$ cat config.mk
export PLATFORM = sky130hd
export DESIGN_NAME = shifter
export DESIGN_NICKNAME = d
export VERILOG_FILES = /design/src/rtl/isa_pkg.sv /design/src/rtl/shifter.sv
export SDC_FILE = /design/constraint.sdc
export NUM_CORES = 1
export LEC_CHECK = 0
export ABC_AREA = 1
export BUFFER_PORTS_ARGS = -buffer_cell sky130_fd_sc_hd__buf_2
export CAP_MARGIN = 20
export CORE_AREA = 2 2 39 41
export DETAILED_ROUTE_END_ITERATION = 6
export DIE_AREA = 0 0 41 43
export PLACE_DENSITY_LB_ADDON = 0.3
export SYNTH_ARGS = -nofsm -noshare
export SYNTH_HDL_FRONTEND = slang
export SYNTH_SLANG_ARGS = --single-unit
$ cat constraint.sdc
create_clock -name vclk -period 0.8
set_input_delay 0.04 -clock vclk [all_inputs]
set_output_delay 0.04 -clock vclk [all_outputs]
set_load 0.02 [all_outputs]
$ cat src/rtl/isa_pkg.sv
`default_nettype none

package isa_pkg;

  // Width of bus, registers and MLU
  localparam int DATA_W = 8;

  // Opword opcode: family in the top four bits, register in the low two
  localparam int OPCODE_W  = 6;
  localparam int REG_IDX_W = 2;
  localparam int NUM_REGS  = 4;

  // Instruction families
  // NOP doubles as the fetch program that runs after reset
  typedef enum logic [3:0] {
    OP_NOP   = 4'd0,
    OP_LDI   = 4'd1,
    OP_ADD   = 4'd2,
    OP_SUB   = 4'd3,
    OP_AND   = 4'd4,
    OP_XOR   = 4'd5,
    OP_SHL   = 4'd6,
    OP_SHR   = 4'd7,
    OP_SAR   = 4'd8,
    OP_ROR   = 4'd9,
    OP_OUT   = 4'd10,
    OP_OUTNZ = 4'd11
  } op_e;

  // Flag feeding the condition bit of the microcode address
  typedef enum logic [1:0] {
    COND_NONE  = 2'd0,
    COND_ZERO  = 2'd1,
    COND_CARRY = 2'd2,
    COND_NEG   = 2'd3
  } cond_e;

  // MLU operations
  typedef enum logic [1:0] {
    MLU_ADD = 2'd0,
    MLU_SUB = 2'd1,
    MLU_AND = 2'd2,
    MLU_XOR = 2'd3
  } mlu_op_e;

  // One-bit shifts on tmp0
  typedef enum logic [1:0] {
    SHIFT_SHL = 2'd0,
    SHIFT_SHR = 2'd1,
    SHIFT_SAR = 2'd2,
    SHIFT_ROR = 2'd3
  } shift_op_e;

endpackage

`default_nettype wire
$ cat src/rtl/shifter.sv
`default_nettype none

module shifter (
  input  wire [isa_pkg::DATA_W-1:0]  tmp0,
  input  wire isa_pkg::shift_op_e    shift_op,
  output logic [isa_pkg::DATA_W-1:0] shift_result
);

  localparam int MSB = isa_pkg::DATA_W - 1;

  // Single-bit shifts, purely combinational
  always_comb begin
    case (shift_op)
      isa_pkg::SHIFT_SHL: shift_result = {tmp0[MSB-1:0], 1'b0};
      isa_pkg::SHIFT_SHR: shift_result = {1'b0, tmp0[MSB:1]};
      // Sign bit copied down
      isa_pkg::SHIFT_SAR: shift_result = {tmp0[MSB], tmp0[MSB:1]};
      // Bit 0 wraps to the top
      default:            shift_result = {tmp0[0], tmp0[MSB:1]};
    endcase
  end

endmodule

`default_nettype wire

# After elaboration in Yosys (flattened, before gate mapping)
# Cells that the tools add are included.
# word_totals
inputBits	10
output_inout_bits	8
ff_bits	0
wordCells	4
# op_classes
n_reduce_logical	1
mux	1
eq_ne	2
# op_table
op	n
case mux 8 bit (3 select lines)	1
equality test 2 x 1 -> 1 bit, second input constant	1
equality test 2 bit, second input constant	1
logical NOT 2 bit	1

# Depth between registers and ports, before layout
# logic_depth
word_depth	2
ltp_mapped	4
depth_no_buf	3

# Worst setup path after synthesis
# Ideal clock, no wire load.
# synth_timing
path_type	input to output
start	input port shift_op[1]
end	output port shift_result[7] in the netlist's numbering
path_slack_ns	0.166
stages	4
t_arrival_ns	0.594
n_path_buf	1
t_required_ns	0.760
cell_sequence	clkbuf_2 -> nor2_4 -> nand2_1 -> nand3_1
# synth_via
elab_chain_len	2
word_cells_on_any_way	4
# synth_rtl
item	line_no	text
start, declared	shifter.sv:5	input wire isa_pkg::shift_op_e shift_op,
equality test 2 bit (tied with other cells)	shifter.sv:13	case (shift_op)
case mux 8 bit (3 select lines) (*)	shifter.sv:13	
end, declared	shifter.sv:6	output logic [isa_pkg::DATA_W-1:0] shift_result
# Every way passes the cells marked *; elsewhere a longest branch is shown, timed or not.

# Worst setup path in the final report
# layout_timing
start	input port shift_op[0]
end	output port shift_result[6] in the netlist's numbering
# Same word-level chain as after synthesis.

==> metrics <==
seq_cells=0; syn avg cell area=about 4.5 µm²; clock period minus worst slack=roughly 700 ps; max_cap viols=0; Worst VDD drop=0.0000903 V; first-iteration detailed-routing DRC count=0; routed wire length=around 460 µm; nets@finish=56; Post-Syn Instances=27; Hold Crit Depth=4; cts hold-fix bufs=0; DRC=0; routed length per instance=about 7.6 µm; FP Rows=14; total negative slack=0 ps; synth cell count leaders=nand2_1, o21ai_0, nand3_1; # clk buffers=0; CP Class=primary input to primary output; Register Area=0 µm²; fin crit share=0.901; Antenna Violating Nets Remaining=0; post-synthesis sequential area ratio=0; Synth warnings=0; Worst Hold Path EP=shift_result[7]; Final Max Slew Viols=0; Synth cell types=7; synth top area cells=nand2_1, o21ai_0, nand3_1; CP arrival=slightly below 700 ps; Antenna Cells=0; top-count cell post-synth=nand2_1; worst slew pin tran=between 150 and 200 ps; WP data required=760 ps; port bufs=18; Ports=18; Worst Setup Start Kind=primary input; relative slew slack=0.881; Die H=roughly 43 µm; outcome=finished clean; initial antenna violation count=0; die width=41 µm; pre-CTS setup slack=58.2 ps; RSZ-0062 raised after global routing=false; GRT Overall Usage=0.0480; Cells after DPL=60; via/cell ratio=around 3.7; Leak=between 0.0001 and 0.00015 µW; DR pass1 iterations=1; GP Congestion=about 0.59; fin cells=60; proportion of layout cells with a drive suffix above 1=0.432; Worst Path Max Fanout=9; Core Region=between 0.001 and 0.0015 mm²; vias in the first global route=approximately 170; Yosys top cell by area=nand2_1; Final setup viols=0; Critical Path End Type=primary output; largest net degree at the start of global routing=10; GRT overflow=0; Initial Utilization=0.0877; Netlist Area Pre-Place=~120 µm²; global-route wire length before repair=approximately 640 µm; Final WS setup=~80 ps; HP Start=tmp0[6]; final hold viol count=0; Worst Hold Class=primary input to primary output; P&R area growth vs syn=90.7%; syn_nets=37; pwr/cell area=677 mW/mm²; Via Count=220; Die ar.=0.00176 mm²; Fmax=roughly 1.4 GHz; Yosys top cell area share=0.402
==> report_power, final <==
group / internal [µW] / leakage [µW] / switching, µW
clock network: 0 / 0 / 0
logic: 60.3 / 0.000137 / 96.3
registers: 0 / 0 / 0
total: 60.3 / 0.000137 / 96.3
==> layout make-up <==
type,count,area [µm²]
multi-input cells,24,109
well taps,16,20.0
fillers,177,1150
repair buffers,18,95.1
inverters,2,7.51
==> layer usage <==
| metal | global-route usage | vias up | share of wire |
|---|---|---|---|
| met3 | 0.0105 | 0 | 0.096 |
| met4 | 0 | 0 | 0 |
| met2 | 0.0781 | 8 | 0.45 |
| met5 | 0 | - | 0 |
| li1 | - | 122 | - |
| met1 | 0.0665 | 90 | 0.46 |
==> how the worst max path moves through the flow <==
stage | start | end | cells after the start
after floorplan | shift_op[1] | shift_result[7] | 4
after global placement | shift_op[1] | shift_result[3] | 5
after detailed placement | shift_op[1] | shift_result[3] | 5
after CTS | shift_op[1] | shift_result[3] | 5
after global routing | shift_op[0] | shift_result[3] | 5
final | shift_op[0] | shift_result[6] | 5
==> cell families (layout without fill, tap and decap cells) <==
group                  after synthesis  after routing  synth area share
AND/OR/NAND/NOR                     18             18             0.649
AO/OA/AOI/OAI                        6              6             0.247
buffers and inverters                3             20             0.103
==> critical path, cell delays in order <==
cell and delay (ps):
buf_2 150, nor2_4 200, nand2_1 70, nand2_1 60, buf_2 150
==> repair_timing <==
item	in CTS	in global routing
setup endpoints to repair	0	2
buffers inserted	0	0
resized for setup	0	2
==> through the flow <==
stage | cell area (µm²) | total power (µW) | hold WS [ps] | util
global placement | 226 | 154 | 402 | 0.164
finish | 231 | 157 | 393 | 0.167
detailed placement | 226 | 154 | 405 | 0.164
CTS | 226 | 154 | 406 | 0.164
floorplan | 121 | 86.3 | 199 | -
global route | 231 | 173 | 418 | 0.167
==> cells in the final DEF (no fill, tap or decap) <==
cell and instances:
inv_1 2, nor2_4 1, buf_4 2, nand2_1 13, o21ai_0 6, nand3_1 3, buf_2 16, nor2_1 1
No activity file was read; power rests on OpenSTA's default activity.
