**config.mk**
```make
export PLATFORM = sky130hd
export DESIGN_NAME = control_logic
export DESIGN_NICKNAME = d
export VERILOG_FILES = /design/src/rtl/uop_pkg.sv /design/src/rtl/isa_pkg.sv /design/src/rtl/control_logic.sv
export SDC_FILE = /design/constraint.sdc
export NUM_CORES = 1
export LEC_CHECK = 0
export BUFFER_PORTS_ARGS = -buffer_cell sky130_fd_sc_hd__buf_4
export CAP_MARGIN = 20
export CORE_MARGIN = 2
export CORE_UTILIZATION = 31
export CTS_CLUSTER_SIZE = 10
export DETAILED_ROUTE_END_ITERATION = 8
export GPL_ROUTABILITY_DRIVEN = 0
export PLACE_DENSITY = 0.76
export SLEW_MARGIN = 5
export SYNTH_ARGS = -nofsm -noshare
export SYNTH_HDL_FRONTEND = slang
export SYNTH_SLANG_ARGS = --single-unit
```
**constraint.sdc**
```tcl
create_clock -name n_clk -period 1.44 [get_ports n_clk]
set_input_delay 0.288 -clock n_clk [delete_from_list [all_inputs] [get_ports n_clk]]
set_output_delay 0.288 -clock n_clk [all_outputs]
set_load 0.05 [all_outputs]
```
**src/rtl/uop_pkg.sv**
```systemverilog
`default_nettype none

package uop_pkg;

  // Microword and its byte lanes for bootstrap writes
  localparam int UWORD_W     = 32;
  localparam int BYTE_W      = 8;
  localparam int UWORD_BYTES = UWORD_W / BYTE_W;
  localparam int LANE_W      = $clog2(UWORD_BYTES);

  // Field layout from bit 0 upward
  // Bits 31..23 are spare
  localparam int CTRL_DATA_LSB = 0;
  localparam int CTRL_DATA_W   = 8;
  localparam int REG_SEL_LSB   = 8;
  localparam int REG_SEL_W     = 2;
  localparam int MLU_OP_LSB    = 10;
  localparam int MLU_OP_W      = 2;
  localparam int SHIFT_OP_LSB  = 12;
  localparam int SHIFT_OP_W    = 2;
  localparam int IN_PLANE_LSB  = 14;
  localparam int IN_PLANE_W    = 3;
  localparam int OUT_PLANE_LSB = 17;
  localparam int OUT_PLANE_W   = 3;
  localparam int END_LSB       = 20;
  localparam int END_W         = 1;
  localparam int COND_SEL_LSB  = 21;
  localparam int COND_SEL_W    = 2;

  // Bus receivers
  typedef enum logic [2:0] {
    IN_NONE   = 3'd0,
    IN_REG    = 3'd1,
    IN_TMP0   = 3'd2,
    IN_TMP1   = 3'd3,
    IN_OPWORD = 3'd4,
    IN_IO     = 3'd5
  } in_plane_e;

  // Bus drivers
  typedef enum logic [2:0] {
    OUT_NONE      = 3'd0,
    OUT_REG       = 3'd1,
    OUT_TMP0      = 3'd2,
    OUT_MLU       = 3'd3,
    OUT_SHIFTER   = 3'd4,
    OUT_CTRL_DATA = 3'd5,
    OUT_IMM       = 3'd6
  } out_plane_e;

  // End of instruction marker
  typedef enum logic {
    MISC_NONE = 1'b0,
    MISC_END  = 1'b1
  } misc_e;

endpackage

`default_nettype wire

```
**src/rtl/isa_pkg.sv**
```systemverilog
`default_nettype none

package isa_pkg;

  // Width of bus, registers and MLU
  localparam int DATA_W = 8;

  // Opword opcode: family in the top four bits, register in the low two
  localparam int OPCODE_W  = 6;
  localparam int REG_IDX_W = 2;
  localparam int NUM_REGS  = 4;

  // Instruction families
  // NOP doubles as the fetch program that runs after reset
  typedef enum logic [3:0] {
    OP_NOP   = 4'd0,
    OP_LDI   = 4'd1,
    OP_ADD   = 4'd2,
    OP_SUB   = 4'd3,
    OP_AND   = 4'd4,
    OP_XOR   = 4'd5,
    OP_SHL   = 4'd6,
    OP_SHR   = 4'd7,
    OP_SAR   = 4'd8,
    OP_ROR   = 4'd9,
    OP_OUT   = 4'd10,
    OP_OUTNZ = 4'd11
  } op_e;

  // Flag feeding the condition bit of the microcode address
  typedef enum logic [1:0] {
    COND_NONE  = 2'd0,
    COND_ZERO  = 2'd1,
    COND_CARRY = 2'd2,
    COND_NEG   = 2'd3
  } cond_e;

  // MLU operations
  typedef enum logic [1:0] {
    MLU_ADD = 2'd0,
    MLU_SUB = 2'd1,
    MLU_AND = 2'd2,
    MLU_XOR = 2'd3
  } mlu_op_e;

  // One-bit shifts on tmp0
  typedef enum logic [1:0] {
    SHIFT_SHL = 2'd0,
    SHIFT_SHR = 2'd1,
    SHIFT_SAR = 2'd2,
    SHIFT_ROR = 2'd3
  } shift_op_e;

endpackage

`default_nettype wire
```
**src/rtl/control_logic.sv**
```systemverilog
`default_nettype none

module control_logic #(
  parameter int STEP_W = 5,
  localparam int UADDR_W = 1 + isa_pkg::OPCODE_W + STEP_W
) (
  input  wire                           n_clk,
  input  wire                           n_rst,
  input  wire                           booted,
  input  wire [isa_pkg::OPCODE_W-1:0]   opword_opcode,
  input  wire [isa_pkg::DATA_W-1:0]     opword_imm,
  input  wire [uop_pkg::UWORD_W-1:0]    uword,
  input  wire [isa_pkg::DATA_W-1:0]     reg_rdata,
  input  wire [isa_pkg::DATA_W-1:0]     tmp0,
  input  wire [isa_pkg::DATA_W-1:0]     mlu_result,
  input  wire [isa_pkg::DATA_W-1:0]     shift_result,
  input  wire                           zero,
  input  wire                           carry,
  input  wire                           negative,
  output logic [UADDR_W-1:0]            uaddr,
  output logic [isa_pkg::DATA_W-1:0]    bus,
  output logic [isa_pkg::REG_IDX_W-1:0] reg_sel,
  output isa_pkg::mlu_op_e              mlu_op,
  output isa_pkg::shift_op_e            shift_op,
  output logic                          reg_we,
  output logic                          tmp0_we,
  output logic                          tmp1_we,
  output logic                          flag_we,
  output logic                          opword_take,
  output logic                          io_valid
);

  logic [STEP_W-1:0]               step_q;
  logic [isa_pkg::OPCODE_W-1:0]    opcode_q;
  isa_pkg::cond_e                  cond_sel_q;
  isa_pkg::cond_e                  cond_sel;
  logic                            cond;
  logic                            step_end;
  logic [uop_pkg::CTRL_DATA_W-1:0] ctrl_data;
  uop_pkg::in_plane_e              in_plane;
  uop_pkg::out_plane_e             out_plane;

  // Microword field extraction
  assign ctrl_data = uword[uop_pkg::CTRL_DATA_LSB +: uop_pkg::CTRL_DATA_W];
  assign reg_sel   = uword[uop_pkg::REG_SEL_LSB +: uop_pkg::REG_SEL_W];
  assign mlu_op    = isa_pkg::mlu_op_e'(uword[uop_pkg::MLU_OP_LSB +: uop_pkg::MLU_OP_W]);
  assign shift_op  = isa_pkg::shift_op_e'(uword[uop_pkg::SHIFT_OP_LSB +: uop_pkg::SHIFT_OP_W]);
  assign cond_sel  = isa_pkg::cond_e'(uword[uop_pkg::COND_SEL_LSB +: uop_pkg::COND_SEL_W]);
  assign step_end  = uop_pkg::misc_e'(uword[uop_pkg::END_LSB +: uop_pkg::END_W])
                     == uop_pkg::MISC_END;

  // Store contents are garbage before boot, so both planes read as idle
  assign in_plane  = booted
                     ? uop_pkg::in_plane_e'(uword[uop_pkg::IN_PLANE_LSB +: uop_pkg::IN_PLANE_W])
                     : uop_pkg::IN_NONE;
  assign out_plane = booted
                     ? uop_pkg::out_plane_e'(uword[uop_pkg::OUT_PLANE_LSB +: uop_pkg::OUT_PLANE_W])
                     : uop_pkg::OUT_NONE;

  // Step counter, back to zero on end flag or while unbooted
  always_ff @(posedge n_clk or negedge n_rst) begin
    if (!n_rst) begin
      step_q <= '0;
    end else if (!booted || step_end) begin
      step_q <= '0;
    end else begin
      step_q <= step_q + STEP_W'(1);
    end
  end

  // Opcode latched when the microcode takes the next opword
  always_ff @(posedge n_clk or negedge n_rst) begin
    if (!n_rst) begin
      opcode_q <= {isa_pkg::OP_NOP, {isa_pkg::REG_IDX_W{1'b0}}};
    end else if (opword_take) begin
      opcode_q <= opword_opcode;
    end
  end

  // Condition select for the following step
  // Holds its value while unbooted
  always_ff @(posedge n_clk or negedge n_rst) begin
    if (!n_rst) begin
      cond_sel_q <= isa_pkg::COND_NONE;
    end else if (booted) begin
      cond_sel_q <= cond_sel;
    end
  end

  // Flag mux into the address
  always_comb begin
    case (cond_sel_q)
      isa_pkg::COND_ZERO:  cond = zero;
      isa_pkg::COND_CARRY: cond = carry;
      isa_pkg::COND_NEG:   cond = negative;
      default:             cond = 1'b0;
    endcase
  end

  assign uaddr = {cond, opcode_q, step_q};

  // In plane decode
  assign reg_we      = in_plane == uop_pkg::IN_REG;
  assign tmp0_we     = in_plane == uop_pkg::IN_TMP0;
  assign tmp1_we     = in_plane == uop_pkg::IN_TMP1;
  assign opword_take = in_plane == uop_pkg::IN_OPWORD;
  assign io_valid    = in_plane == uop_pkg::IN_IO;

  // Flags follow whatever the MLU drives onto the bus
  assign flag_we = out_plane == uop_pkg::OUT_MLU;

  // Out plane decode, single driver of the bus
  always_comb begin
    case (out_plane)
      uop_pkg::OUT_REG:       bus = reg_rdata;
      uop_pkg::OUT_TMP0:      bus = tmp0;
      uop_pkg::OUT_MLU:       bus = mlu_result;
      uop_pkg::OUT_SHIFTER:   bus = shift_result;
      uop_pkg::OUT_CTRL_DATA: bus = ctrl_data;
      uop_pkg::OUT_IMM:       bus = opword_imm;
      default:                bus = '0;
    endcase
  end

endmodule

`default_nettype wire

```
# After elaboration in Yosys (flattened, before gate mapping)
# Cells that the tools add are included.
classes:
  add_sub_neg: 1
  n_eq_ne: 14
  mux: 5
  n_reduce_logical: 2
ops:
  columns: ["operator", "n"]
  rows:
  - ["$pmux 8 s6", 1]
  - ["$eq 3x3->1 const B", 5]
  - ["$eq 3x2->1 const B", 4]
  - ["$eq 3x1->1 const B", 2]
  - ["$mux 3", 2]
  - ["$add 5x1->5 const B", 1]
  - ["$mux 5", 1]
  - ["$eq 2x2->1 const B", 2]
  - ["$pmux 1 s3", 1]
  - ["$eq 2x1->1 const B", 1]
  - ["$logic_not 1->1", 1]
  - ["$logic_or 1x1->1", 1]
word_totals:
  register_bits: 13
  input_bits: 84
  out_inout_bits: 32
  elab_cells: 25

# Longest topological paths before layout
logic_depth:
  ltp_word: 3
  depth_mapped: 4
  ltp_nobuf: 4

# Least setup slack after synthesis
# OpenSTA, ideal clock, no wires.
synth_path:
  path_kind: "input to output"
  startpoint: "input port booted"
  endpoint: "output port tmp0_we"
  arrival_ps: 2011
  required_time_ps: 1152
  path_slack_ps: -859
  path_stages: 2
  path_buffers: 0
  cell_sequence: "inv_2 nor4b_1"
synth_via:
  elab_chain_cells: 2
synth_lines:
  columns: ["element", "line", "text"]
  rows:
  - ["start: declaration", "control_logic.sv:9", "input wire booted,"]
  - ["$mux 3", "control_logic.sv:54", "? uop_pkg::in_plane_e'(uword[uop_pkg::IN_PLANE_LSB +: uop_pkg::IN_PLANE_W])"]
  - ["$eq 3x2->1", "control_logic.sv:104", "assign tmp0_we = in_plane == uop_pkg::IN_TMP0;"]
  - ["end: declaration", "control_logic.sv:26", "output logic tmp0_we,"]
# Every way passes these cells.

# Worst setup path after layout
layout_path:
  startpoint: "input port uword[18] (netlist name)"
  endpoint: "output port bus[1] (netlist name)"
layout_via:
  elab_chain_cells: 3
  elab_cells_between_ends: 8
  classes_between: "eq/ne (6); mux (2)"
layout_lines:
  columns: ["element", "line", "text"]
  rows:
  - ["start: declaration", "control_logic.sv:12", "input wire [uop_pkg::UWORD_W-1:0] uword,"]
  - ["$mux 3 (*)", "control_logic.sv:57", "? uop_pkg::out_plane_e'(uword[uop_pkg::OUT_PLANE_LSB +: uop_pkg::OUT_PLANE_W])"]
  - ["$eq 3x3->1 (tied with other cells)", "control_logic.sv:114", "case (out_plane)"]
  - ["$pmux 8 s6 (*)", "control_logic.sv:114", null]
  - ["end: declaration", "control_logic.sv:21", "output logic [isa_pkg::DATA_W-1:0] bus,"]
# Mark *: on every way between the ends. The rest lies on a longest branch, timed or not.

==> metrics.md <==
| Metric | Value |
|---|---|
| Outcome | `complete, but fails checks` |
| Failing checks | `negative setup slack` |
| Async S/R FF share, synth | `100%` |
| FF+latch count, synth | `13` |
| CTS buffer count | `3` |
| Largest net degree at the start of global routing | `14` |
| Area share of the largest cell type after synthesis | `29.6%` |
| Yosys warning count | `0` |
| Clock root cell | `clkbuf_4` |
| Post-DP HPWL | `3.27 mm` |
| Worst path max stage delay | `250 ps` |
| Worst path bufs/invs | `4` |
| Mapped cell area | `1100 um^2` |
| Initial Util | `32.6%` |
| Worst min-delay path class | `in -> reg` |
| Final period utilization | `117%` |
| IO Port Bufs | `94` |
| GR peak layer | `met2` |
| Worst Skew | `0.251 ps` |
| Multiplexer share of the synthesized area | `17.4%` |
| Leakage Power | `1.18 nW` |
| Vias per Instance | `5.15` |
| Post-synth cell types | `34` |
| Critical path depth | `7` |
| CTS tree | `done` |
| CTS H-tree depth | `1` |
| Max-slew headroom | `80.7%` |
| First-pass GRT wire length | `6.80 mm` |
| Site Rows | `21` |
| Post-Syn Nets | `200` |
| Hold Startpoint | `opword_opcode[0]` |
| Clock Path Buffers | `2` |
| Clk_lat worst skew | `270 ps` |
| Residual DRC | `0` |
| CP max stage cell | `nor3b_4` |
| Top cells by area, synth | `dfrtp_1 30%, mux2_2 17%, and3b_1 5.6%, buf_4 4.8%, a32oi_1 4.0%` |
| Wire per inst | `15.8 um` |
| Post-synth EDFFs | `0` |
| Largest family of logic cells by synthesized area | `simple AND/OR/NAND/NOR gates` |
| Crit-path cells | `buf_12, buf_8, nor3b_4, buf_6, a32oi_2, o211ai_1, buf_4` |
| Mapped Cells | `115` |
| Layout cells sized above 1 | `74.7%` |
| Post-Synth Simple-Gate Area | `25.8%` |
| FF-to-FF Start | `step_q[0]$_DFF_PN0_` |
| Initial antenna violation count | `0` |
| Most frequent cell after synthesis | `mux2_2` |
| Met1 Track Usage GR | `20.9%` |
| Top cells by count, synth | `17 x mux2_2, 13 x dfrtp_1, 9 x nand2_1` |
| Die area | `4030 um^2` |
| Die X | `63.5 um` |
| Worst Setup End Kind | `output pin` |
| Final Max Slew Viols | `0` |
| Core ar. | `3360 um^2` |
| CTS sink cnt | `13` |
| Antenna Nets Post-Route | `0` |
| Final WL | `4.29 mm` |
| Final core occ | `70.6%` |
| Post-Synth XOR/XNOR Area | `2.39%` |
| Syn avg cell area | `9.54 um^2` |
| FF-to-FF End | `step_q[4]$_DFF_PN0_` |
| CP Class | `in -> out` |
| Antenna cell count | `0` |
| Vias in the first global route | `1515` |
| Via count | `1396` |
| Io pins | `116` |
| Max VDD drop | `805 uV` |
| CP delay by family, top | `buffers and inverters` |
| Crit-path max FO | `6` |
| Slew at the pin with the worst max-slew slack | `288 ps` |
| Synthesis-to-layout area growth | `116%` |
| Achievable Freq | `0.593 GHz` |
| Grt met2 use | `42.5%` |
| Dpl ws | `-312 ps` |
| Final hold violation count | `0` |
| Top cell type by total area after synthesis | `dfrtp_1` |
| Worst-path clk slew | `80 ps` |
| All-Layer GR Usage | `20.9%` |
| Post-Synth Adder-Cell Area | `1.14%` |
| Sequential area share after synthesis | `29.6%` |
| Setup WS post-layout | `-246 ps` |
| Die H | `63.5 um` |
| CP arrival | `1400 ps` |
| Layout filler cell count | `247` |
| RSZ-0062 raised after global routing | `true` |
| Fin crit period | `1690 ps` |
| GRT met3 Usage | `5.89%` |
| Maxcap violations | `0` |
| Drt pass-1 iters | `4` |
| Power Density | `638 nW/um^2` |
| Compound-gate portion of the synthesized area | `15.7%` |
| Setup crit start kind | `input pin` |
| Worst R2R Path Depth | `4` |
| Top FF cell, synth | `dfrtp_1` |
| Hold path depth | `2` |
| DR iter-0 viols | `62` |
| Hold-critical path endpoint | `opcode_q[0]$_DFFE_PN0P_` |
| Final setup vio count | `9` |
| Post-route cell area | `2370 um^2` |
| DP Area | `2050 um^2` |
| R2R setup slack | `310 ps` |
| Total global routing overflow | `0` |
| Post-layout nets | `311` |
| Critical Path RT | `1150 ps` |
where the power goes:
part	internal, mW	switching [mW]	leakage, nW	total, mW
Sequential	0.410	0.0296	0.164	0.440
Clock	0.107	0.112	0.0150	0.220
Combinational	0.420	0.435	0.997	0.856
worst max-delay path by stage:
stage | start | slack [ps] | to
2_1_floorplan | uword[15] | -230 | opcode_q[1]$_DFFE_PN0P_
3_3_place_gp | uword[18] | -270 | bus[0]
3_5_place_dp | uword[18] | -310 | bus[0]
4_1_cts | uword[18] | -220 | bus[0]
5_1_grt | uword[18] | -280 | bus[1]
6_report | uword[18] | -250 | bus[1]
metal layers:
| metal | wire [um] | up-vias |
|---|---|---|
| met3 | 402 | 5 |
| met4 | 25 | 0 |
| met5 | 0 | - |
| li1 | - | 649 |
| met1 | 1490 | 666 |
| met2 | 2370 | 76 |
state kept, by name, indices dropped and copies added (netlist names):
signal and count:
step_q 5, cond_sel_q 2, opcode_q 6
worst reg2reg max path, cell delays in order, from the launching register on:
cell and delay [ps]:
dfrtp_1 430, ha_1 240, nand3_1 100, xor2_1 190
nor2_1 70
per-stage QoR:
stage	cells	TNS, ps	power [mW]	hold slack [ps]
after CTS	270	-1190	1.51	236
after global routing	271	-1930	1.58	231
after detailed placement	260	-2480	1.20	135
after global placement	260	-2110	1.18	133
final	271	-1660	1.52	240
after floorplan	115	-2110	0.910	-7.59
cell usage in the layout, fill, tap and decap left out, drive strengths merged, types with 2 or more instances in the layout:
master  count
buf       118
mux2       17
dfrtp      13
nand2       9
and3b       7
nor2        6
a22oi       5
a32oi       5
o21ai       5
clkbuf      4
nand3       4
nor3b       3
and4b       3
nor2b       3
o211ai      2
xor2        2
inv         2
nor4b       2
what timing repair did:
item,4_1_cts,5_1_grt
endpoints found under the setup margin,9,9
buffers inserted,3,1
gates resized for setup,44,5
endpoints found under the hold margin,13,0
hold buffers,1,0
gates cloned,2,0
pin swaps,18,4
area by class of cell:
| class | count | area (um^2) | area share (%) |
|---|---|---|---|
| multi-input cells | 86 | 875 | 36.8 |
| repair buffers | 120 | 1080 | 45.5 |
| well taps | 46 | 57.6 | 2.42 |
| clock buffers | 4 | 26.3 | 1.11 |
| inverters | 2 | 10.0 | 0.422 |
| flip-flops and latches | 13 | 325 | 13.7 |
cells by family after synthesis:
kind of cell	count (synthesis)
AOI/OAI and AO/OA	23
xor gates and xnor gates	3
adders and majority gates	1
buffers and inverters	16
DFF	13
muxes	17
and+or+nand+nor	42
(Power assumes the default switching activity.)
