===== src/rtl/isa_pkg.sv =====
`default_nettype none

package isa_pkg;

  // Width of bus, registers and MLU
  localparam int DATA_W = 8;

  // Opword opcode: family in the top four bits, register in the low two
  localparam int OPCODE_W  = 6;
  localparam int REG_IDX_W = 2;
  localparam int NUM_REGS  = 4;

  // Instruction families
  // NOP doubles as the fetch program that runs after reset
  typedef enum logic [3:0] {
    OP_NOP   = 4'd0,
    OP_LDI   = 4'd1,
    OP_ADD   = 4'd2,
    OP_SUB   = 4'd3,
    OP_AND   = 4'd4,
    OP_XOR   = 4'd5,
    OP_SHL   = 4'd6,
    OP_SHR   = 4'd7,
    OP_SAR   = 4'd8,
    OP_ROR   = 4'd9,
    OP_OUT   = 4'd10,
    OP_OUTNZ = 4'd11
  } op_e;

  // Flag feeding the condition bit of the microcode address
  typedef enum logic [1:0] {
    COND_NONE  = 2'd0,
    COND_ZERO  = 2'd1,
    COND_CARRY = 2'd2,
    COND_NEG   = 2'd3
  } cond_e;

  // MLU operations
  typedef enum logic [1:0] {
    MLU_ADD = 2'd0,
    MLU_SUB = 2'd1,
    MLU_AND = 2'd2,
    MLU_XOR = 2'd3
  } mlu_op_e;

  // One-bit shifts on tmp0
  typedef enum logic [1:0] {
    SHIFT_SHL = 2'd0,
    SHIFT_SHR = 2'd1,
    SHIFT_SAR = 2'd2,
    SHIFT_ROR = 2'd3
  } shift_op_e;

endpackage

`default_nettype wire

===== src/rtl/reg_file.sv =====
`default_nettype none

module reg_file (
  input  wire                           n_clk,
  input  wire                           n_rst,
  input  wire [isa_pkg::DATA_W-1:0]     bus,
  input  wire [isa_pkg::REG_IDX_W-1:0]  reg_sel,
  input  wire                           reg_we,
  input  wire                           tmp0_we,
  input  wire                           tmp1_we,
  output logic [isa_pkg::DATA_W-1:0]    reg_rdata,
  output logic [isa_pkg::DATA_W-1:0]    tmp0,
  output logic [isa_pkg::DATA_W-1:0]    tmp1
);

  logic [isa_pkg::DATA_W-1:0] regs [isa_pkg::NUM_REGS];

  // General registers, one port shared by read and write
  always_ff @(posedge n_clk or negedge n_rst) begin
    if (!n_rst) begin
      for (int i = 0; i < isa_pkg::NUM_REGS; i++) begin
        regs[i] <= '0;
      end
    end else if (reg_we) begin
      regs[reg_sel] <= bus;
    end
  end

  assign reg_rdata = regs[reg_sel];

  // Operand latches for MLU and shifter
  always_ff @(posedge n_clk or negedge n_rst) begin
    if (!n_rst) begin
      tmp0 <= '0;
      tmp1 <= '0;
    end else begin
      if (tmp0_we) begin
        tmp0 <= bus;
      end
      if (tmp1_we) begin
        tmp1 <= bus;
      end
    end
  end

endmodule

`default_nettype wire


===== config.mk =====
export PLATFORM = sky130hd
export DESIGN_NAME = reg_file
export DESIGN_NICKNAME = d
export VERILOG_FILES = /design/src/rtl/isa_pkg.sv /design/src/rtl/reg_file.sv
export SDC_FILE = /design/constraint.sdc
export NUM_CORES = 1
export LEC_CHECK = 0
export ABC_AREA = 1
export BUFFER_PORTS_ARGS = -buffer_cell sky130_fd_sc_hd__buf_2
export CAP_MARGIN = 10
export CORE_MARGIN = 2
export CORE_UTILIZATION = 59
export CTS_CLUSTER_SIZE = 12
export DETAILED_ROUTE_END_ITERATION = 10
export PLACE_DENSITY_LB_ADDON = 0.05
export SLEW_MARGIN = 30
export SYNTH_ARGS = -nofsm -noshare
export SYNTH_HDL_FRONTEND = slang
export SYNTH_SLANG_ARGS = --single-unit
export TNS_END_PERCENT = 30

===== constraint.sdc =====
create_clock -name n_clk -period 1.1 [get_ports n_clk]
set_clock_uncertainty 0.1 [all_clocks]
set_input_delay 0.11 -clock n_clk [delete_from_list [all_inputs] [get_ports n_clk]]
set_output_delay 0.11 -clock n_clk [all_outputs]
set_load 0.005 [all_outputs]

# ---- After elaboration in Yosys (flattened, before gate mapping)
# Index checks and enable logic that the tools add are counted.
dict set report op_classes {
  n_lt_le_gt_ge 2
  mux 6
  bitwise 1
  reduce_logical 1
}
# operator count
set ops {}
lappend ops {{32-bit bitwise mux} 1}
lappend ops {{8-bit 2-to-1 mux} 3}
lappend ops {{8-bit binary-select mux with 2-bit select} 1}
lappend ops {{8-bit demux with 2-bit select} 1}
lappend ops {{3-bit greater-or-equal comparator (second input constant)} 1}
lappend ops {{3-bit by 1-bit less-than comparator with 1-bit output (second input constant)} 1}
lappend ops {{2-bit inverter with 3-bit output} 1}
lappend ops {{1-bit logical AND} 1}
dict set report word_totals {
  reg_bits 48
  output_inout_bits 24
  word_cells 16
}

# ---- Logic depth before layout (Yosys ltp)
# Gate-level depths: netlist (run 1).
dict set report depth {
  word_depth 6
  depth_mapped 6
}

# ---- Worst setup path before layout (run 1)
# No wires, ideal clock.
dict set report synth_path {
  path_kind {input port to flip-flop}
  startpoint {input port reg_sel[0] in the netlist's numbering}
  endpoint {register regs[24] in the netlist's numbering}
  setup_time_ns 0.117
  arrival_ns 0.780
  path_slack_ns 0.103
  path_stages 5
  n_path_buf 1
  cell_sequence {buf_4 nor2_2 nand2_1 nand2_1 nand2_1}
}
dict set report synth_via {
  elab_chain_len 6
  word_cells_on_any_way 7
}
# element line_no
set synth_rtl {}
lappend synth_rtl {{start: declaration} reg_file.sv:7} ;# input wire [isa_pkg::REG_IDX_W-1:0] reg_sel,
lappend synth_rtl {{2-bit inverter with 3-bit output (implied by the code) *} reg_file.sv:25} ;# regs[reg_sel] <= bus;
lappend synth_rtl {{3-bit greater-or-equal comparator (implied by the code) / 3-bit by 1-bit less-than comparator with 1-bit output (equally long branches)} reg_file.sv:25}
lappend synth_rtl {{1-bit logical AND (implied by the code)} reg_file.sv:25}
lappend synth_rtl {{8-bit 2-to-1 mux (implied by the code)} reg_file.sv:25}
lappend synth_rtl {{8-bit demux with 2-bit select *} reg_file.sv:25}
lappend synth_rtl {{32-bit bitwise mux *} reg_file.sv:25}
lappend synth_rtl {{end signal: indexed assignment} reg_file.sv:25}
lappend synth_rtl {{end: declaration} reg_file.sv:16} ;# logic [isa_pkg::DATA_W-1:0] regs [isa_pkg::NUM_REGS];
# Mark *: on every way between the ends. The rest lies on a longest branch, timed or not.
# A chain may end at the register's enable or synchronous reset.

# ---- Worst setup path in the final report (run 1)
dict set report layout_path {
  startpoint {register regs[4] in the netlist's numbering}
  endpoint {output port reg_rdata[4] in the netlist's numbering}
}
dict set report layout_via {
  elab_chain_len 3
}
# element line_no
set layout_rtl {}
lappend layout_rtl {{8-bit binary-select mux with 2-bit select} reg_file.sv:29} ;# assign reg_rdata = regs[reg_sel];
lappend layout_rtl {{8-bit 2-to-1 mux (implied by the code) (2 in a row)} reg_file.sv:29}
lappend layout_rtl {{end: declaration} reg_file.sv:11} ;# output logic [isa_pkg::DATA_W-1:0] reg_rdata,
# Every way passes these cells. The select of a mux whose other input is x is not followed.

==> flow_metrics.tcl, run 1 <==
set metrics [dict create \
    netlist_area_sq_um 2110 \
    crit_top_cell "nand2_1" \
    numCtsBuffers 5 \
    critPathSlowestCell "dfrtp_1" \
    syn_to_final_growth_pct 25.3 \
    ys_warn_count 0 \
    seq_area_frac_synth_pct 56.8 \
    hpwl_um 3500 \
    rows 21 \
    fmax_mhz 744 \
    power_density_nw_per_um2 1400 \
    die_area_sq_um 4080 \
    rsz0062_at_grt "true" \
    globalRouteOverflowTotal 0 \
    synthDistinctLibCells 13 \
    fin_crit_ps 1340 \
    hold_ws_ps 25.2 \
    power_leakage_nw 1.47 \
    run_status "finished with violations" \
    route.detailed.drc 0 \
    setup_violations 16 \
    final_util_pct 78.2 \
    antenna_found_initial 0 \
    timing.slew.headroom_pct 75.4 \
    worstSetupPathType "flop to primary output" \
    drive_gt1_share_pct 22.0 \
    hold_viol_final 0 \
    ant_nets 0 \
    start_kind "flop" \
    cp_cell_sequence "nand2_1 > nand2_1 > nand2_1 > nand2_1 > buf_2" \
    fin_area_sq_um 2650 \
    layout.nets 352 \
    grt_pass1_vias 1902 \
    finalPower_mw 3.71 \
    grt_max_degree 49 \
    syn_avg_cell_area_sq_um 7.86 \
    synthesis.nets 284 \
    cpPeakStageDelay_ps 420 \
    hold_class "input pin to flop" \
    drt_iter0_drc 146 \
    antenna_cells 0 \
    vias_per_cell 5.31 \
    drt_pass1_iterations 5 \
    place_area_sq_um 2450 \
    drv_slew 0 \
    root_buffer "clkbuf_4" \
    clk-insertion-delay-late_ps 350 \
    io_pins 39 \
    ir_worst_vdd_uv 986 \
    clk_pin_slew_ps 130 \
    cp-end-kind "primary output" \
    worstPathArrival_ps 1130 \
    place.gp.congestion 0.879 \
    vias 2034 \
    synthCells 269 \
    grt_util_all_layers_pct 28.8 \
    grt_pass1_wl_um 8940 \
    fin_ws_ps -244 \
    violations "setup timing" \
    worst_pin_slew_ps 368 \
    cts_tree "built" \
    core_area_sq_um 3390 \
    cpLargestDelayFamily "flip-flops" \
    port-buffer-count 38 \
    post-route-period-util_pct 122 \
    wire_per_inst_um 13.2 \
    die_y_um 63.9 \
    numClockSinks 48 \
    clock_path_buffers 2 \
    htree_num_levels 2 \
    crit_required_ps 890 \
    critPathBufInv 1 \
    cp_max_fo 2 \
    drt-total-wl_um 5070 \
    dieWidth_um 63.9 \
    maxCapViolCount 0 \
    yosys_register_bits 48 \
    initial_utilization_pct 62.4 \
]
layer usage:
metal  vias to the layer above  share of wire [%]  GRT usage (%)
met5                         -                  0              0
li1                        979                  -              -
met3                         8                6.9           5.46
met4                         0                1.4           10.6
met2                        81                 48           44.9
met1                       966                 44           40.3
logic make-up (layout without fill, tap and decap cells):
group	Yosys count	in the layout	share of synthesized area (%)
AO/OA/AOI/OAI	24	24	5.68
flip-flops	48	48	56.8
AND/OR/NAND/NOR	175	175	32.9
buffers and inverters	22	90	4.61
placed cells by master, fill, tap and decap left out:
cell,count
nor2_2,2
clkinv_1,1
buf_2,38
clkinv_2,1
buf_4,25
a21oi_1,16
buf_12,1
nor2_1,17
nand3_1,27
inv_2,1
inv_1,8
dlygate4sd3_1,9
clkbuf_4,5
dfrtp_1,48
nand2_1,129
clkinvlp_4,1
o21ai_0,8
Yosys cell counts:
master / count / share of area, %
nand2_1: 129 / 23
dfrtp_1: 48 / 57
nand3_1: 27 / 6.4
nor2_1: 17 / 3.0
a21oi_1: 16 / 3.8
inv_1: 8 / 1.4
o21ai_0: 8 / 1.9
buf_2: 6 / 1.4
clkbuf_1: 4 / 0.71
buf_4: 2 / 0.71
nor2_2: 2 / 0.59
clkinv_1: 1 / 0.18
inv_2: 1 / 0.18
stage by stage:
step,setup slack (ps),setup TNS [ps],cells
after floorplan,103,0,269
after global placement,-6.83,-25.4,359
after detailed placement,-81.7,-525,359
after CTS,-232,-1730,380
after global routing,-331,-3110,383
final,-244,-1750,383
registers in the layout, summed over array words and instances (netlist names):
register and cells:
tmp1 8, regs 32, tmp0 8
worst paths after layout:
kind	to	depth (start not counted)	slack, ps	startpoint
worst min-delay path	tmp0[6]$_DFFE_PN0P_	3	30	tmp0_we
worst max register to register	regs[4]$_DFFE_PN0P_	4	100	regs[4]$_DFFE_PN0P_
min in group asynchronous	tmp0[3]$_DFFE_PN0P_	3	170	n_rst
worst max-delay path	reg_rdata[4]	5	-240	regs[4]$_DFFE_PN0P_
worst min register to register	regs[24]$_DFFE_PN0P_	2	400	regs[24]$_DFFE_PN0P_
max in group asynchronous	regs[17]$_DFFE_PN0P_	3	510	n_rst
worst min-delay path, delay by kind of cell:
kind                   cells  cell delay, ps
AO/OA/AOI/OAI              1              50
buffers and inverters      1             190
AND/OR/NAND/NOR            1             110
report_power, final:
part	switching, mW	total [mW]	internal (mW)
clock network	0.529	0.762	0.234
logic	0.437	0.811	0.373
registers	0.134	2.14	2.00
area by class of cell:
| cell class | instances | area [sq um] |
|---|---|---|
| Clock inverter | 2 | 12.5 |
| Multi-Input combinational cell | 199 | 816 |
| Inverter | 10 | 37.5 |
| Tap cell | 46 | 57.6 |
| Timing Repair Buffer | 73 | 488 |
| Fill cell | 276 | 739 |
| Clock buffer | 5 | 37.5 |
| Sequential cell | 48 | 1200 |
repair_timing:
action | CTS | global route
endpoints found under the hold margin | 92 | 0
endpoints found under the setup margin | 19 | 24
setup buffers | 5 | 3
resized for setup | 0 | 0
hold buffers | 9 | 0
pin swaps | 18 | 6
Note: power is estimated with default switching activity, not from simulation.
==> inputs of run 2 (changes only) <==
- CELL_PAD_IN_SITES_DETAIL_PLACEMENT: not set -> 0
- CELL_PAD_IN_SITES_GLOBAL_PLACEMENT: not set -> 1
- CORE_UTILIZATION: 59 -> 43
- SLEW_MARGIN: 30 -> not set
==> run 2 against run 1 <==
The flow still finishes with violations (setup timing); sequential share of layout area up 0.24 points; critical path depth did not move; hold slack worse by 22 ps; first-iteration DRC count fell by 22%; power rose by 11%; clock-buffer cell count up 1; combinational power decreased by 9.5%; via count down 8.3%; critical path type unchanged; highest routed layer unchanged.
==> flow_metrics.tcl, run 2 (synthesis results as in run 1) <==
set metrics [dict create \
    die_area_sq_um 5490 \
    dieWidth_um 74.1 \
    root_buffer "clkbuf_8" \
    port-buffer-count 38 \
    drv_slew 0 \
    setup-tns-final_ps -1120 \
    rsz0062_at_grt "true" \
    largest_reg_flops 32 \
    cp_max_fo 2 \
    crit_required_ps 890 \
    clock_path_buffers 2 \
    hpwl_um 3960 \
    layout_common_cells "127 x nand2_1, 48 x dfrtp_1, 37 x buf_2" \
    power_frac_comb_pct 17.9 \
    post-route-period-util_pct 114 \
    wire_per_inst_um 13.8 \
    io_pins 39 \
    grt_util_all_layers_pct 21.9 \
    antenna_cells 0 \
    drt_pass1_iterations 4 \
    grt_pass1_wl_um 8810 \
    p_sw_mw 1.12 \
    power_leakage_nw 1.44 \
    worst_pin_slew_ps 690 \
    vias_per_cell 4.76 \
    die_y_um 74.1 \
    internal_power_mw 2.99 \
    maxCapViolCount 0 \
    ff2ff_path_depth 3 \
    p_sw_share_pct 27.2 \
    clk-insertion-delay-late_ps 300 \
    worstPathArrival_ps 1050 \
    numCtsBuffers 5 \
    hold_ws_ps 3.70 \
    syn_to_final_growth_pct 24.7 \
    route.detailed.drc 0 \
    hold_class "input pin to flop" \
    initial_utilization_pct 44.8 \
    reg.largest.list "regs: 32 flops, tmp0: 8 flops, tmp1: 8 flops" \
    cp-end-kind "primary output" \
    cts_tree "built" \
    numClockSinks 48 \
    grt_pass1_vias 1734 \
    ant_nets 0 \
    finalPower_mw 4.11 \
    setup_violations 8 \
    fmax_mhz 797 \
    antenna_found_initial 0 \
    violations "setup timing" \
    r2r_setup_slack_ps 240 \
    timing.slew.headroom_pct 53.8 \
    p_clk_share_pct 30.1 \
    fillers 484 \
    core_area_sq_um 4720 \
    layout.nets 339 \
    htree_num_levels 2 \
    multi_input_area_sq_um 821 \
    rows 25 \
    layout_commonest_cell "nand2_1" \
    place.gp.congestion 0.823 \
    min_path_cells 3 \
    globalRouteOverflowTotal 0 \
    largest-register "regs" \
    run_status "finished with violations" \
    register_area_sq_um 1200 \
    drt-total-wl_um 5400 \
    drt_iter0_drc 114 \
    ir_worst_vdd_uv 862 \
    vias 1866 \
    fin_ws_ps -155 \
    hold_viol_final 0 \
    clk_pin_slew_ps 80 \
    worstSetupPathType "flop to primary output" \
    drive_gt1_share_pct 20.3 \
    grt_max_degree 49 \
    start_kind "flop" \
    power_density_nw_per_um2 1560 \
    fin_crit_ps 1260 \
    pwr-share-seq_pct 52.0 \
]
-- run 2: power groups by stage --
stage	registers [mW]	logic [mW]	clock network [mW]
floorplan	2.14	0.408	0
global route	2.17	0.856	1.35
finish	2.14	0.734	1.24
global placement	2.17	0.712	0
detailed placement	2.17	0.721	0
CTS	2.14	0.741	1.27
-- run 2: metal layers --
layer  track usage [%]  share of wire [%]
met5                 0                  0
met4              5.45                1.0
met3              4.74                4.2
met1              30.0                 47
met2              35.8                 48
-- run 2: critical path: stages, from the launching register on --
cell and delay (ps):
dfrtp_1 390, nand2_1 70, nand2_1 60, nand2_1 60, nand2_1 50, buf_2 110
-- run 2: repair_timing --
item	in CTS	in global routing
gates cloned	0	0
endpoints found under the setup margin	8	8
hold endpoints to repair	58	0
resized for setup	2	1
setup buffers	0	1
pin swaps	16	6
hold buffers	6	0
-- run 2: worst paths after layout --
| path | from | endpoint |
|---|---|---|
| min reg2reg | regs[27]$_DFFE_PN0P_ | regs[27]$_DFFE_PN0P_ |
| max | regs[5]$_DFFE_PN0P_ | reg_rdata[5] |
| min in group asynchronous | n_rst | regs[24]$_DFFE_PN0P_ |
| max in group asynchronous | n_rst | tmp1[0]$_DFFE_PN0P_ |
| min | bus[7] | regs[23]$_DFFE_PN0P_ |
| max reg2reg | regs[4]$_DFFE_PN0P_ | regs[4]$_DFFE_PN0P_ |
-- run 2: stage by stage --
step                cells  setup slack (ps)  utilization (%)  instance area, sq um
detailed placement    377              -243             51.9                  2450
finish                392              -155             55.8                  2640
global placement      377              -194             51.9                  2450
global route          392              -247             55.8                  2640
CTS                   391              -180             55.6                  2630
floorplan             269               103                -                  2110
-- run 2: final cells by class --
class                      count  area share, %
clock buffer                   6           2.75
clock inverter                 2           1.33
tap                           67           3.18
sequential                    48           45.6
timing repair buffer          60           14.6
multi-input combinational    199           31.1
inverter                      10           1.42
==> inputs of run 3 (changes only) <==
- clock period: 1.1 -> 1.51 ns (I/O delays scaled with it)
==> run 3 against run 2 <==
The flow now finishes without violations; register-to-register slack better by 520 ps; critical path depth stayed put; clock-buffer cell count is 1 lower; routed wire length is 2.6% lower; global-route usage is 0.63 points lower; sequential share of layout area is 1.6 points higher; design area is 3.4% lower; utilization is 1.9 points lower; highest routed layer unchanged.
==> flow_metrics.tcl, run 3 (synthesis results as in run 1) <==
set metrics [dict create \
    internal_power_mw 2.32 \
    cts_tree "built" \
    grt_pass1_vias 1646 \
    reg.largest.list "regs: 32 flops, tmp0: 8 flops, tmp1: 8 flops" \
    routed-wl-met2_um 2560 \
    rsz0062_at_grt "false" \
    run_status "completed" \
    largest-register "regs" \
    drv_slew 0 \
    drt_iter0_drc 116 \
    power_leakage_nw 1.39 \
    hpwl_um 3830 \
    route.detailed.drc 0 \
    ir_worst_vdd_uv 617 \
    worst_pin_slew_ps 461 \
    antenna_found_initial 0 \
    rows 25 \
    post-route-period-util_pct 87.5 \
    core_area_sq_um 4720 \
    pwr-share-seq_pct 49.8 \
    drt_pass1_iterations 4 \
    cp-end-kind "primary output" \
    fin_crit_ps 1320 \
    initial_utilization_pct 44.8 \
    final_util_pct 53.9 \
    layout_commonest_cell "nand2_1" \
    timing.slew.headroom_pct 69.3 \
    worstPathArrival_ps 1070 \
    ff2ff_path_depth 2 \
    power_frac_comb_pct 16.1 \
    drt-total-wl_um 5260 \
    multi_input_area_sq_um 816 \
    r2r_setup_slack_ps 760 \
    antenna_cells 0 \
    die_y_um 74.1 \
    power_density_nw_per_um2 1230 \
    routed.top_layer "met4" \
    r2r-end "tmp1[7]$_DFFE_PN0P_" \
    p_sw_share_pct 25.8 \
    ant_nets 0 \
    layout.nets 327 \
    wire_per_inst_um 13.9 \
    layout_common_cells "129 x nand2_1, 48 x dfrtp_1, 38 x buf_2" \
    maxCapViolCount 0 \
    fmax_mhz 757 \
    cts_resized 0 \
    io_pins 39 \
    min_path_cells 3 \
    port-buffer-count 38 \
    grt_pass1_wl_um 8590 \
    cp_max_fo 2 \
    hold_viol_final 0 \
    register_area_sq_um 1200 \
    htree_num_levels 2 \
    root_buffer "clkbuf_8" \
    die_area_sq_um 5490 \
    p_sw_mw 0.806 \
    vias_per_cell 4.91 \
    post_cts_buffers 0 \
    fillers 500 \
    largest_reg_flops 32 \
    start_kind "flop" \
    numCtsBuffers 5 \
    grt_util_all_layers_pct 21.3 \
    dieWidth_um 74.1 \
    reg2reg_from "tmp1[7]$_DFFE_PN0P_" \
    syn_to_final_growth_pct 20.5 \
    drive_gt1_share_pct 18.3 \
    worstSetupPathType "flop to primary output" \
    place.gp.congestion 0.897 \
    hp-start "bus[2]" \
    setup-tns-final_ps 0 \
    p_clk_share_pct 34.1 \
    vias 1859 \
    numClockSinks 48 \
    clk-insertion-delay-late_ps 300 \
    globalRouteOverflowTotal 0 \
    hold_end "regs[10]$_DFFE_PN0P_" \
    hold_class "input pin to flop" \
    clk_pin_slew_ps 90 \
    setup_violations 0 \
    fin_area_sq_um 2550 \
    route.met3.wl_um 224 \
    place_area_sq_um 2410 \
    crit_required_ps 1260 \
    clock_path_buffers 2 \
    drt-met1-wl_um 2430 \
    grt_max_degree 32 \
]
run 3: cell types whose count changed in the layout (fill, tap and decap cells not counted), sizes merged:
cell,delta
dlygate4sd3,-5
clkbuf,-1
buf,-7
bufinv,+1
clkinv,-1
run 3: worst max-delay path by stage:
stage | start | end | slack (ps) | cells after the start
3_3_place_gp | reg_sel[1] | regs[17]$_DFFE_PN0P_ | 210 | 5
3_5_place_dp | reg_sel[1] | regs[19]$_DFFE_PN0P_ | 220 | 5
5_1_grt | regs[2]$_DFFE_PN0P_ | reg_rdata[2] | 110 | 5
4_1_cts | regs[2]$_DFFE_PN0P_ | reg_rdata[2] | 180 | 5
6_report | regs[2]$_DFFE_PN0P_ | reg_rdata[2] | 190 | 5
2_1_floorplan | reg_sel[0] | regs[24]$_DFFE_PN0P_ | 470 | 5
run 3: critical path: stages, from the launching register on:
cell and delay, ps:
dfrtp_1 390, nand2_1 80, nand2_1 50, nand2_1 80
nand2_1 50, buf_2 120
run 3: per-layer routing:
metal | vias to the layer above | GRT usage [%]
li1 | 930 | -
met1 | 887 | 30.5
met2 | 36 | 33.4
met3 | 6 | 4.74
met4 | 0 | 4.85
met5 | - | 0
run 3: cell type report:
| type | instances | share of cell area (%) |
|---|---|---|
| clock inverters | 2 | 2.36 |
| repair buffers | 48 | 11.0 |
| inverters | 10 | 1.47 |
| well taps | 67 | 3.29 |
| clock buffers | 5 | 2.70 |
| flip-flops and latches | 48 | 47.2 |
| multi-input cells | 199 | 32.0 |
run 3: power groups by stage:
| stage | clock network [mW] | logic [mW] | registers [mW] |
|---|---|---|---|
| finish | 1.06 | 0.502 | 1.56 |
| global route | 1.15 | 0.585 | 1.58 |
| CTS | 1.09 | 0.516 | 1.56 |
| detailed placement | 0 | 0.511 | 1.58 |
| global placement | 0 | 0.505 | 1.58 |
| floorplan | 0 | 0.298 | 1.56 |
run 3: what timing repair did:
| action | in CTS | in global routing |
|---|---|---|
| endpoints found under the hold margin | 17 | 0 |
| hold buffers | 1 | 0 |
| setup endpoints to repair | 0 | 0 |
run 3: stage by stage:
step,setup slack (ps),std cells,hold WS [ps],power [mW]
finish,188,379,31.1,3.12
global placement,210,371,29.5,2.08
CTS,177,379,26.2,3.16
global route,114,379,29.6,3.31
detailed placement,218,371,27.9,2.09
floorplan,472,269,-245,1.86
